$ cat src/design/dcache_pkg.sv
////////////////////////////////////////
// Data cache package
// Line geometry, address union, tag entry
// and request kind
////////////////////////////////////////
`default_nettype none

package dcache_pkg;

    ////////////////////////////////////////
    // Line geometry
    localparam int line_words = 8;
    localparam int word_bits = 3;
    localparam int line_bits = 6;
    localparam int num_lines = 64;
    // Everything above line index, word index and byte offset
    localparam int tag_bits = 32 - line_bits - word_bits - 2;

    // Address split for tag lookup and data bank indexing
    typedef struct packed {
        logic [tag_bits-1:0] tag;
        logic [line_bits-1:0] line;
        logic [word_bits-1:0] word;
        logic [1:0] offset;
    } addr_fields_t;

    // Same word seen as a byte address or as cache fields
    typedef union packed {
        logic [31:0] raw;
        addr_fields_t fields;
    } dcache_addr_t;

    ////////////////////////////////////////
    // Tag bank entry, one per way
    typedef struct packed {
        logic valid;
        logic [tag_bits-1:0] tag;
    } tag_entry_t;

    // Kind of request held in stage one
    typedef enum logic {
        read = 1'b0,
        write = 1'b1
    } req_kind_t;

endpackage

`default_nettype wire

$ cat src/design/dcache_req_if.sv
////////////////////////////////////////
// Stage-one request bus shared by the
// decode, execute and result stages
////////////////////////////////////////
`default_nettype none

interface dcache_req_if #(
    parameter int ways = 2
);

    logic valid;
    dcache_pkg::req_kind_t kind;
    dcache_pkg::dcache_addr_t addr;
    logic [31:0] wdata;
    logic [3:0] be;
    // High only in the cycle after acceptance
    logic first;
    logic accept;
    logic done;

    // Way masks are one-hot, so at least one way is needed
    if (ways < 1) begin : g_ways_check
        $error("dcache_req_if needs at least one way");
    end

    modport decode (output valid, kind, addr, wdata, be, first, accept, input done);
    modport execute (input accept, addr, valid, first);
    modport result (input valid, kind, addr, wdata, be, first, accept, output done);
    modport monitor (input valid, kind, addr, wdata, be, first, accept, done);

endinterface

`default_nettype wire

$ cat src/design/dcache_decode.sv
////////////////////////////////////////
// Request stage
// Captures a request into stage one and
// generates ready
////////////////////////////////////////
`default_nettype none

module dcache_decode (
    input wire logic clk,
    input wire logic rst,

    // Load/store port
    input wire logic new_request,
    input wire logic [31:0] addr,
    input wire logic we,
    input wire logic [3:0] be,
    input wire logic [31:0] data_in,
    output logic ready,
    output logic write_outstanding,

    // Reset sweep or snoop write in progress
    input wire logic busy,

    dcache_req_if.decode req
);

    logic accept;

    assign accept = new_request & ready;
    assign req.accept = accept;

    ////////////////////////////////////////
    // Stage one control
    always_ff @(posedge clk) begin
        if (rst) begin
            req.valid <= 1'b0;
            req.first <= 1'b0;
            req.kind <= dcache_pkg::read;
        end else begin
            req.first <= accept;
            if (accept) begin
                req.valid <= 1'b1;
                req.kind <= we ? dcache_pkg::write : dcache_pkg::read;
            end else if (req.done) begin
                req.valid <= 1'b0;
            end
        end
    end

    // Stage one payload
    always_ff @(posedge clk) begin
        if (accept) begin
            req.addr.raw <= addr;
            req.wdata <= data_in;
            req.be <= be;
        end
    end

    // A finishing request frees stage one in the same cycle
    assign ready = ~busy & (~req.valid | req.done);

    assign write_outstanding = req.valid & (req.kind == dcache_pkg::write);

    ////////////////////////////////////////
    // Assertions
    request_while_busy : assert property (
        @(posedge clk) disable iff (rst)
        new_request |-> ready
    ) else $error("new_request while ready is low");

endmodule

`default_nettype wire

$ cat src/flat_wrapper.sv
// flat-port wrapper written by rule: the top's interface ports become plain ports
module dcache_decode_flat 
  (clk, rst, new_request, addr, we, be, data_in, ready, write_outstanding, busy, req_valid, req_kind, req_addr, req_wdata, req_be, req_first, req_accept, req_done);
  dcache_req_if req_i ();
  input wire logic clk;
  input wire logic rst;
  input wire logic new_request;
  input wire logic [31:0] addr;
  input wire logic we;
  input wire logic [3:0] be;
  input wire logic [31:0] data_in;
  output logic ready;
  output logic write_outstanding;
  input wire logic busy;
  output wire logic [$bits(req_i.valid)-1:0] req_valid;
  output wire logic [$bits(req_i.kind)-1:0] req_kind;
  output wire logic [$bits(req_i.addr)-1:0] req_addr;
  output wire logic [$bits(req_i.wdata)-1:0] req_wdata;
  output wire logic [$bits(req_i.be)-1:0] req_be;
  output wire logic [$bits(req_i.first)-1:0] req_first;
  output wire logic [$bits(req_i.accept)-1:0] req_accept;
  input wire logic [$bits(req_i.done)-1:0] req_done;
  assign req_valid = req_i.valid;
  assign req_kind = req_i.kind;
  assign req_addr = req_i.addr;
  assign req_wdata = req_i.wdata;
  assign req_be = req_i.be;
  assign req_first = req_i.first;
  assign req_accept = req_i.accept;
  assign req_i.done = req_done;
  dcache_decode u_core (.clk(clk), .rst(rst), .new_request(new_request), .addr(addr), .we(we), .be(be), .data_in(data_in), .ready(ready), .write_outstanding(write_outstanding), .busy(busy), .req(req_i));
endmodule
$ cat config.mk
export PLATFORM = sky130hd
export DESIGN_NAME = dcache_decode_flat
export DESIGN_NICKNAME = d
export VERILOG_FILES = /design/src/design/dcache_pkg.sv /design/src/design/dcache_req_if.sv /design/src/design/dcache_decode.sv /design/src/flat_wrapper.sv
export SDC_FILE = /design/constraint.sdc
export NUM_CORES = 1
export LEC_CHECK = 0
export BUFFER_PORTS_ARGS = -buffer_cell sky130_fd_sc_hd__buf_2
export CORE_MARGIN = 5
export CORE_UTILIZATION = 40
export CTS_CLUSTER_SIZE = 24
export DETAILED_ROUTE_END_ITERATION = 12
export HOLD_SLACK_MARGIN = 0.03
export PLACE_DENSITY = 0.82
export SKIP_LAST_GASP = 1
export SYNTH_ARGS = -nofsm -noshare
export SYNTH_HDL_FRONTEND = slang
export SYNTH_SLANG_ARGS = --single-unit
export TNS_END_PERCENT = 50
$ cat constraint.sdc
create_clock -name clk -period 5.71 [get_ports clk]
set_input_delay 0.2855 -clock clk [delete_from_list [all_inputs] [get_ports clk]]
set_output_delay 0.2855 -clock clk [all_outputs]
set_load 0.02 [all_outputs]
After elaboration in Yosys (flattened, before gate mapping)
Cells that the tools add are included.
{"block": "totals", "ff_bits": 71, "inputBits": 74, "output_inout_bits": 74}
{"block": "op_classes", "n_mux": 3, "bitwise_logic": 6, "n_reduce_logical": 1}
{"op": "1-bit bitwise AND", "n": 3}
{"op": "1-bit 2-to-1 mux", "n": 3}
{"op": "1-bit NOT", "n": 2}
{"op": "2-bit nonzero test", "n": 1}
{"op": "1-bit bitwise OR", "n": 1}

Logic depth before layout (Yosys ltp)
Gate-level depths: netlist of run 1.
{"block": "logic_depth", "ltp_word": 5, "ltp_mapped": 3}

Least setup slack after synthesis of run 1
No wires, ideal clock.
{"block": "synth_path", "kind": "flip-flop to flip-flop", "startpoint": "register u_core.req.valid", "endpoint": "register u_core.req.addr[0] (enable)", "setup_ns": 0.509, "arrival_time_ns": 3.649, "setup_slack_ns": 1.552, "stages_incl_launch_ff": 3, "path_cell_list": "dfxtp_1 nor2b_4 nor2_1"}
{"block": "synth_between", "elab_chain_len": 4}
{"element": "start, declared", "line_no": "dcache_req_if.sv:26", "source": "modport decode (output valid, kind, addr, wdata, be, first, accept, input done);"}
{"element": "start signal, assigned", "line_no": "dcache_decode.sv:36", "source": "req.valid <= 1'b0;"}
{"element": "start signal, assigned", "line_no": "dcache_decode.sv:42", "source": "req.valid <= 1'b1;"}
{"element": "start signal, assigned", "line_no": "dcache_decode.sv:45", "source": "req.valid <= 1'b0;"}
{"element": "1-bit NOT", "line_no": "dcache_decode.sv:60", "source": "assign ready = ~busy & (~req.valid | req.done);"}
{"element": "1-bit bitwise OR", "line_no": "dcache_decode.sv:60"}
{"element": "1-bit bitwise AND", "line_no": "dcache_decode.sv:60"}
{"element": "1-bit bitwise AND", "line_no": "dcache_decode.sv:29", "source": "assign accept = new_request & ready;"}
{"element": "named net req_accept", "line_no": "flat_wrapper.sv:21", "source": "output wire logic [$bits(req_i.accept)-1:0] req_accept;"}
{"element": "end, declared", "line_no": "dcache_req_if.sv:26"}
The timed path passes the listed nets, and every way through them passes these cells.
A chain may end at the register's enable or synchronous reset.

Worst setup path in the final report of run 1
{"block": "layout_path", "startpoint": "register u_core.req.valid", "endpoint": "output req_accept"}
{"block": "layout_between", "elab_chain_len": 4}
{"element": "1-bit NOT", "line_no": "dcache_decode.sv:60"}
{"element": "1-bit bitwise OR", "line_no": "dcache_decode.sv:60"}
{"element": "1-bit bitwise AND", "line_no": "dcache_decode.sv:60"}
{"element": "1-bit bitwise AND", "line_no": "dcache_decode.sv:29"}
{"element": "end, declared", "line_no": "flat_wrapper.sv:21"}
Every way passes these cells.

==> flow_metrics.tcl, run 1 <==
set metrics [dict create \
    rows 26 \
    drt_wl_total_mm 5.155 \
    holdPathStages 1 \
    cts_setup_buffers 0 \
    gr-total-overflow 0 \
    finalNetCount 314 \
    cts_made_buffers 9 \
    via_count 1360 \
    cts_sinks 71 \
    synth_warnings 0 \
    tritoncts "yes" \
    netlist_area_mm2 0.002181 \
    fin_crit_sh_pct 37.66 \
    cts_hold_buf 0 \
    grt_pass1_vias 1509 \
    rsz0062_at_grt "no" \
    arrival_ps 1870 \
    rr_worst_depth 3 \
    yosys.area.top_type "edfxtp_1" \
    tns_ps 0 \
    fin_worst_skew_ps 2.915 \
    async_flop_share_pct 0 \
    cp-start-kind "register" \
    grt_max_degree 71 \
    yosysMostFrequentCell "edfxtp_1" \
    synth_area_leaders "edfxtp_1 (94%), dfxtp_1 (2.8%), nand2b_4 (0.63%)" \
    critPathRequiredTime_ps 5420 \
    wl_per_cell_um 16.37 \
    root_buffer "clkbuf_8" \
    grt_usage_pct 15.10 \
    worstMarginPinSlew_ps 840.9 \
    core_area_mm2 0.005205 \
    post_drt_via_cell_ratio 4.317 \
    syn_nets 155 \
    yosys_most_used_dff "edfxtp_1" \
    drv_cap 0 \
    post_cts_resized 0 \
    grt_pass1_wl_mm 7.762 \
    clk_path_buf_depth 2 \
    synthXorXnorAreaFrac_pct 0 \
    h-tree-depth 3 \
    status "complete, no violations" \
    powerDensity_mw_per_mm2 353.9 \
    insertion_delay_ps 320 \
    drc_errors 0 \
    synth_fa_ha_area_share_pct 0 \
    initial_core_util_pct 41.90 \
    drt_iter0_markers 85 \
    avgSynthCellArea_um2 26.92 \
    clock.fmax_ghz 0.4650 \
    die_h_um 83.84 \
    cp-end-kind "primary output" \
    p_leak_uw 0.001404 \
    final.min_clock_period_ps 2151 \
    layout-drive-gt1-share_pct 68.16 \
    ys_seq_elements 71 \
    crit_type "register to primary output" \
    first_pass_iters 4 \
    die_w_um 83.84 \
    ys_seq_area_share_pct 96.39 \
    fin_hold_ws_ps 127.8 \
    gp_congestion 0.7340 \
    clkSlewWorstSetupHoldPaths_ps 70 \
    post-route-util_pct 62.52 \
    peakVddDrop_uv 226.0 \
    yosysUniqueCellTypes 11 \
    syn_inst 81 \
    synth_top_area_share_pct 93.63 \
    synth-compound-area-share_pct 1.090 \
    area_growth_pct 49.23 \
    ios 148 \
    synthMuxAreaShare_pct 0 \
    hpwl_mm 4.016 \
    hold_viol 0 \
    io_buffers 147 \
    postRouteAntennaNets 0 \
    synth_simple_gate_area_share_pct 2.524 \
    relSlewSlack_pct 43.94 \
    path_max_fanout 70 \
    hp-class "input port to register" \
    final_max_slew_viol_count 0 \
    antennaDiodeCount 0 \
    dieArea_mm2 0.007029 \
    setup_viol 0 \
    synth_edf_count 68 \
    synthTopCellsByCount "edfxtp_1 (68), dfxtp_1 (3), nor2_1 (2)" \
    antenna_found_initial 0 \
    synth_top_family_by_area "simple AND/OR/NAND/NOR gates" \
]
## flip-flops by register name, summed over array words and instances (netlist names)
name and flops:
u_core.req.valid 1, u_core.req.first 1, u_core.req.kind 1, u_core.req.wdata 32, u_core.req.be 4, u_core.req.addr 32
## metal layers
layer  wire (µm)  share of wire, %  GRT usage, %
met5           0                 0             0
met1        1652                32         14.51
met2        2739                53         25.09
met4          31              0.60         5.702
met3         731                14         10.66
## cell families (layout without fill, tap and decap cells)
kind of cell    count (synthesis)  in the layout
simple gates                    7              7
flops                          71             71
buf+inv                         0            164
compound gates                  3              3
## final timing paths
check	slack [ps]	start	endpoint
max	3560	u_core.req.valid$_SDFFE_PP0P_	req_accept
min	130	addr[20]	u_core.req.addr[20]$_DFFE_PP_
max reg2reg	4070	u_core.req.valid$_SDFFE_PP0P_	u_core.req.wdata[24]$_DFFE_PP_
min reg2reg	520	u_core.req.kind$_SDFFE_PP0P_	u_core.req.kind$_SDFFE_PP0P_
## metrics by stage
step | setup WS [ps] | total power [µW] | instance area (µm²) | instances
floorplan | 1552 | 656.8 | 2181 | 81
global placement | 3858 | 702.1 | 3019 | 299
detailed placement | 3807 | 705.8 | 3019 | 299
CTS | 3512 | 1167 | 3254 | 315
global route | 3423 | 1206 | 3254 | 315
finish | 3559 | 1152 | 3254 | 315
## layout make-up
type	count	area, µm²
Clock buffer	9	123.9
Tap cell	70	87.58
Fill cell	404	1951
Clock inverter	7	111.4
Sequential cell	71	2102
Multi-Input combinational cell	10	86.33
Timing Repair Buffer	148	743.2
## report_power, final
part,leakage (µW),switching (µW),internal [µW]
logic,0.000627,55.5,34.1
clock network,0.000117,172,287
registers,0.000661,5.34,597
## critical path: stages (launching register included)
cell and delay (ps):
dfxtp_1 330, nor2b_4 150, nor2_4 90, buf_4 660, buf_2 300
## cell usage in the layout, fill, tap and decap left out
| master | Yosys | final |
|---|---|---|
| clkinv_2 | 0 | 2 |
| edfxtp_1 | 68 | 68 |
| dfxtp_1 | 3 | 3 |
| clkinv_1 | 0 | 1 |
| buf_4 | 0 | 1 |
| nand2b_4 | 1 | 1 |
| nor3_1 | 1 | 1 |
| nor2b_4 | 1 | 1 |
| a21oi_2 | 1 | 1 |
| nor2_4 | 0 | 1 |
| o21ai_1 | 1 | 1 |
| bufinv_16 | 0 | 3 |
| nor2_1 | 2 | 1 |
| buf_2 | 0 | 147 |
| clkinvlp_4 | 0 | 1 |
| and2_1 | 1 | 1 |
| o21ba_1 | 1 | 1 |
| clkbuf_8 | 0 | 9 |
| or3b_1 | 1 | 1 |
(Power assumes the default switching activity.)
==> inputs of run 2 (changes only) <==
- ABC_AREA: not set -> 1
- PLACE_DENSITY: 0.82 -> 0.81
- clock period: 5.71 -> 2.2 ns (I/O delays scaled with it)
==> run 2 against run 1 <==
Sequential power grew to 2.6 times the previous value. Cell area grew 20%. Core utilization grew 9.8 points. Final cell count grew 26%. Clock power grew 110%. Combinational power grew to 3.8 times the previous value. Sequential share of layout area shrank 11 points. Critical path type unchanged. Largest cell class unchanged.
==> flow_metrics.tcl, run 2 <==
set metrics [dict create \
    synth_top_area_share_pct 93.26 \
    ios 148 \
    grt_usage_pct 19.82 \
    cp-start-kind "register" \
    yosys.area.top_type "edfxtp_1" \
    slowest_delay_ps 370 \
    drv_cap 0 \
    fin_worst_skew_ps 11.51 \
    yosysMostFrequentCell "edfxtp_1" \
    first_pass_iters 4 \
    synth_edf_count 68 \
    multi_input_area_um2 53.80 \
    critPathSlowestCell "buf_4" \
    fillers 354 \
    via_count 1739 \
    dieArea_mm2 0.007053 \
    postRouteAntennaNets 0 \
    async_flop_share_pct 0 \
    rsz0062_at_grt "no" \
    fin_hold_ws_ps 124.3 \
    worstMarginPinSlew_ps 431.2 \
    cts_setup_buffers 0 \
    initial_core_util_pct 40.51 \
    die_w_um 83.99 \
    grt_pass1_vias 2023 \
    arrival_ps 1670 \
    p_leak_uw 0.001707 \
    io_buffers 147 \
    yosys_most_used_dff "edfxtp_1" \
    powerDensity_mw_per_mm2 736.1 \
    ys_seq_area_share_pct 96.00 \
    crit_type "register to primary output" \
    final_max_slew_viol_count 0 \
    tritoncts "yes" \
    drt_iter0_markers 90 \
    post_drt_via_cell_ratio 4.391 \
    rows 27 \
    avgSynthCellArea_um2 24.06 \
    critPathRequiredTime_ps 2090 \
    core_area_mm2 0.005405 \
    cts_sinks 71 \
    largestRegisters "u_core.req.addr: 32 flops, u_core.req.wdata: 32 flops, u_core.req.be: 4 flops" \
    peakVddDrop_uv 440.4 \
    yosysUniqueCellTypes 9 \
    antenna_found_initial 0 \
    dpl_worst_slack_ps 818.7 \
    layout_commonest_cell "buf_2" \
    setup_viol 0 \
    synthTopCellsByCount "edfxtp_1 (68), inv_1 (9), nand2_1 (5), dfxtp_1 (3), nor2_1 (2)" \
    cp-end-kind "primary output" \
    gp_congestion 0.7832 \
    antennaDiodeCount 0 \
    cts_made_buffers 9 \
    drc_errors 0 \
    die_h_um 83.99 \
    layout-drive-gt1-share_pct 51.23 \
    synth_area_leaders "edfxtp_1 (93%), dfxtp_1 (2.7%), inv_1 (1.5%)" \
    tns_ps 0 \
    clock.fmax_ghz 0.5630 \
    grt_pass1_wl_mm 10.59 \
    most-common-layout-cells "buf_2 (147), dlygate4sd3_1 (69), edfxtp_1 (68)" \
    syn_nets 165 \
    gr-total-overflow 0 \
    final.min_clock_period_ps 1776 \
    hp-class "input port to register" \
    root_buffer "clkbuf_8" \
    post-route-worst-setup-slack_ps 423.9 \
    synth_warnings 0 \
    area_growth_pct 78.63 \
    hold_viol 0 \
    relSlewSlack_pct 71.25 \
    clk_path_buf_depth 2 \
    finalNetCount 394 \
    wl_per_cell_um 16.84 \
    grt_max_degree 36 \
    regArea_mm2 0.002102 \
    h-tree-depth 3 \
    clkSlewWorstSetupHoldPaths_ps 80 \
    status "complete, no violations" \
    netlist_area_mm2 0.002190 \
    fin_crit_sh_pct 80.73 \
    hpwl_mm 3.833 \
    path_max_fanout 35 \
    drt_wl_total_mm 6.667 \
    syn_inst 91 \
    insertion_delay_ps 330 \
    finalPower_uw 2879 \
    ys_seq_elements 71 \
    cp_cell_sequence "nand2_2, nand3_2, clkinvlp_4, buf_4, buf_2" \
]
run 2: final timing paths:
| path | start | slack [ps] | end | depth (start not counted) |
|---|---|---|---|---|
| hold reg to reg | u_core.req.kind$_SDFFE_PP0P_ | 580 | u_core.req.kind$_SDFFE_PP0P_ | 4 |
| setup / recovery | u_core.req.valid$_SDFFE_PP0P_ | 420 | req_accept | 5 |
| setup reg to reg | u_core.req.valid$_SDFFE_PP0P_ | 750 | u_core.req.addr[27]$_DFFE_PP_ | 4 |
| hold / removal | new_request | 120 | u_core.req.first$_SDFF_PP0_ | 3 |
run 2: cell families (layout without fill, tap and decap cells):
| family | after synthesis | in the layout | share of synthesized area (%) |
|---|---|---|---|
| flip-flops | 71 | 71 | 96.00 |
| AND/OR/NAND/NOR | 10 | 10 | 2.229 |
| buffers and inverters | 9 | 242 | 1.543 |
| AO/OA/AOI/OAI | 1 | 1 | 0.2284 |
run 2: timing repair:
action | in CTS | in global routing
hold endpoints to repair | 71 | 0
hold buffers | 69 | 0
endpoints found under the setup margin | 0 | 0
resized for setup | 0 | 0
run 2: layout make-up:
type                       instances  share of cell area (%)
tap                               72                   2.303
clock inverter                     6                   1.599
multi-input combinational         11                   1.376
inverter                           9                  0.9597
sequential                        71                   53.74
clock buffer                       9                   3.167
timing repair buffer             218                   36.85
run 2: power breakdown:
part           leakage, µW  internal, µW  switching, µW
Combinational     0.000957           169            173
Sequential        0.000661          1550           17.1
Clock            0.0000887           513            457
run 2: routing by layer:
| metal | vias up | GRT usage, % | share of wire [%] |
|---|---|---|---|
| li1 | 798 | - | - |
| met2 | 125 | 33.55 | 50 |
| met3 | 17 | 8.193 | 11 |
| met5 | - | 0 | 0 |
| met1 | 799 | 21.51 | 36 |
| met4 | 0 | 9.357 | 3.0 |
run 2: critical path: cells and delay by family, from the launching register on:
family / cells / cell delay, ps
and+or+nand+nor: 2 / 240
DFF: 1 / 350
buffers and inverters: 3 / 730
run 2: metrics by stage:
stage	area, µm²	util, %	cells
6_report	3911	72.36	396
5_1_grt	3911	72.36	396
4_1_cts	3911	72.36	396
3_5_place_dp	3034	56.13	312
3_3_place_gp	3034	56.13	312
2_1_floorplan	2193	-	91
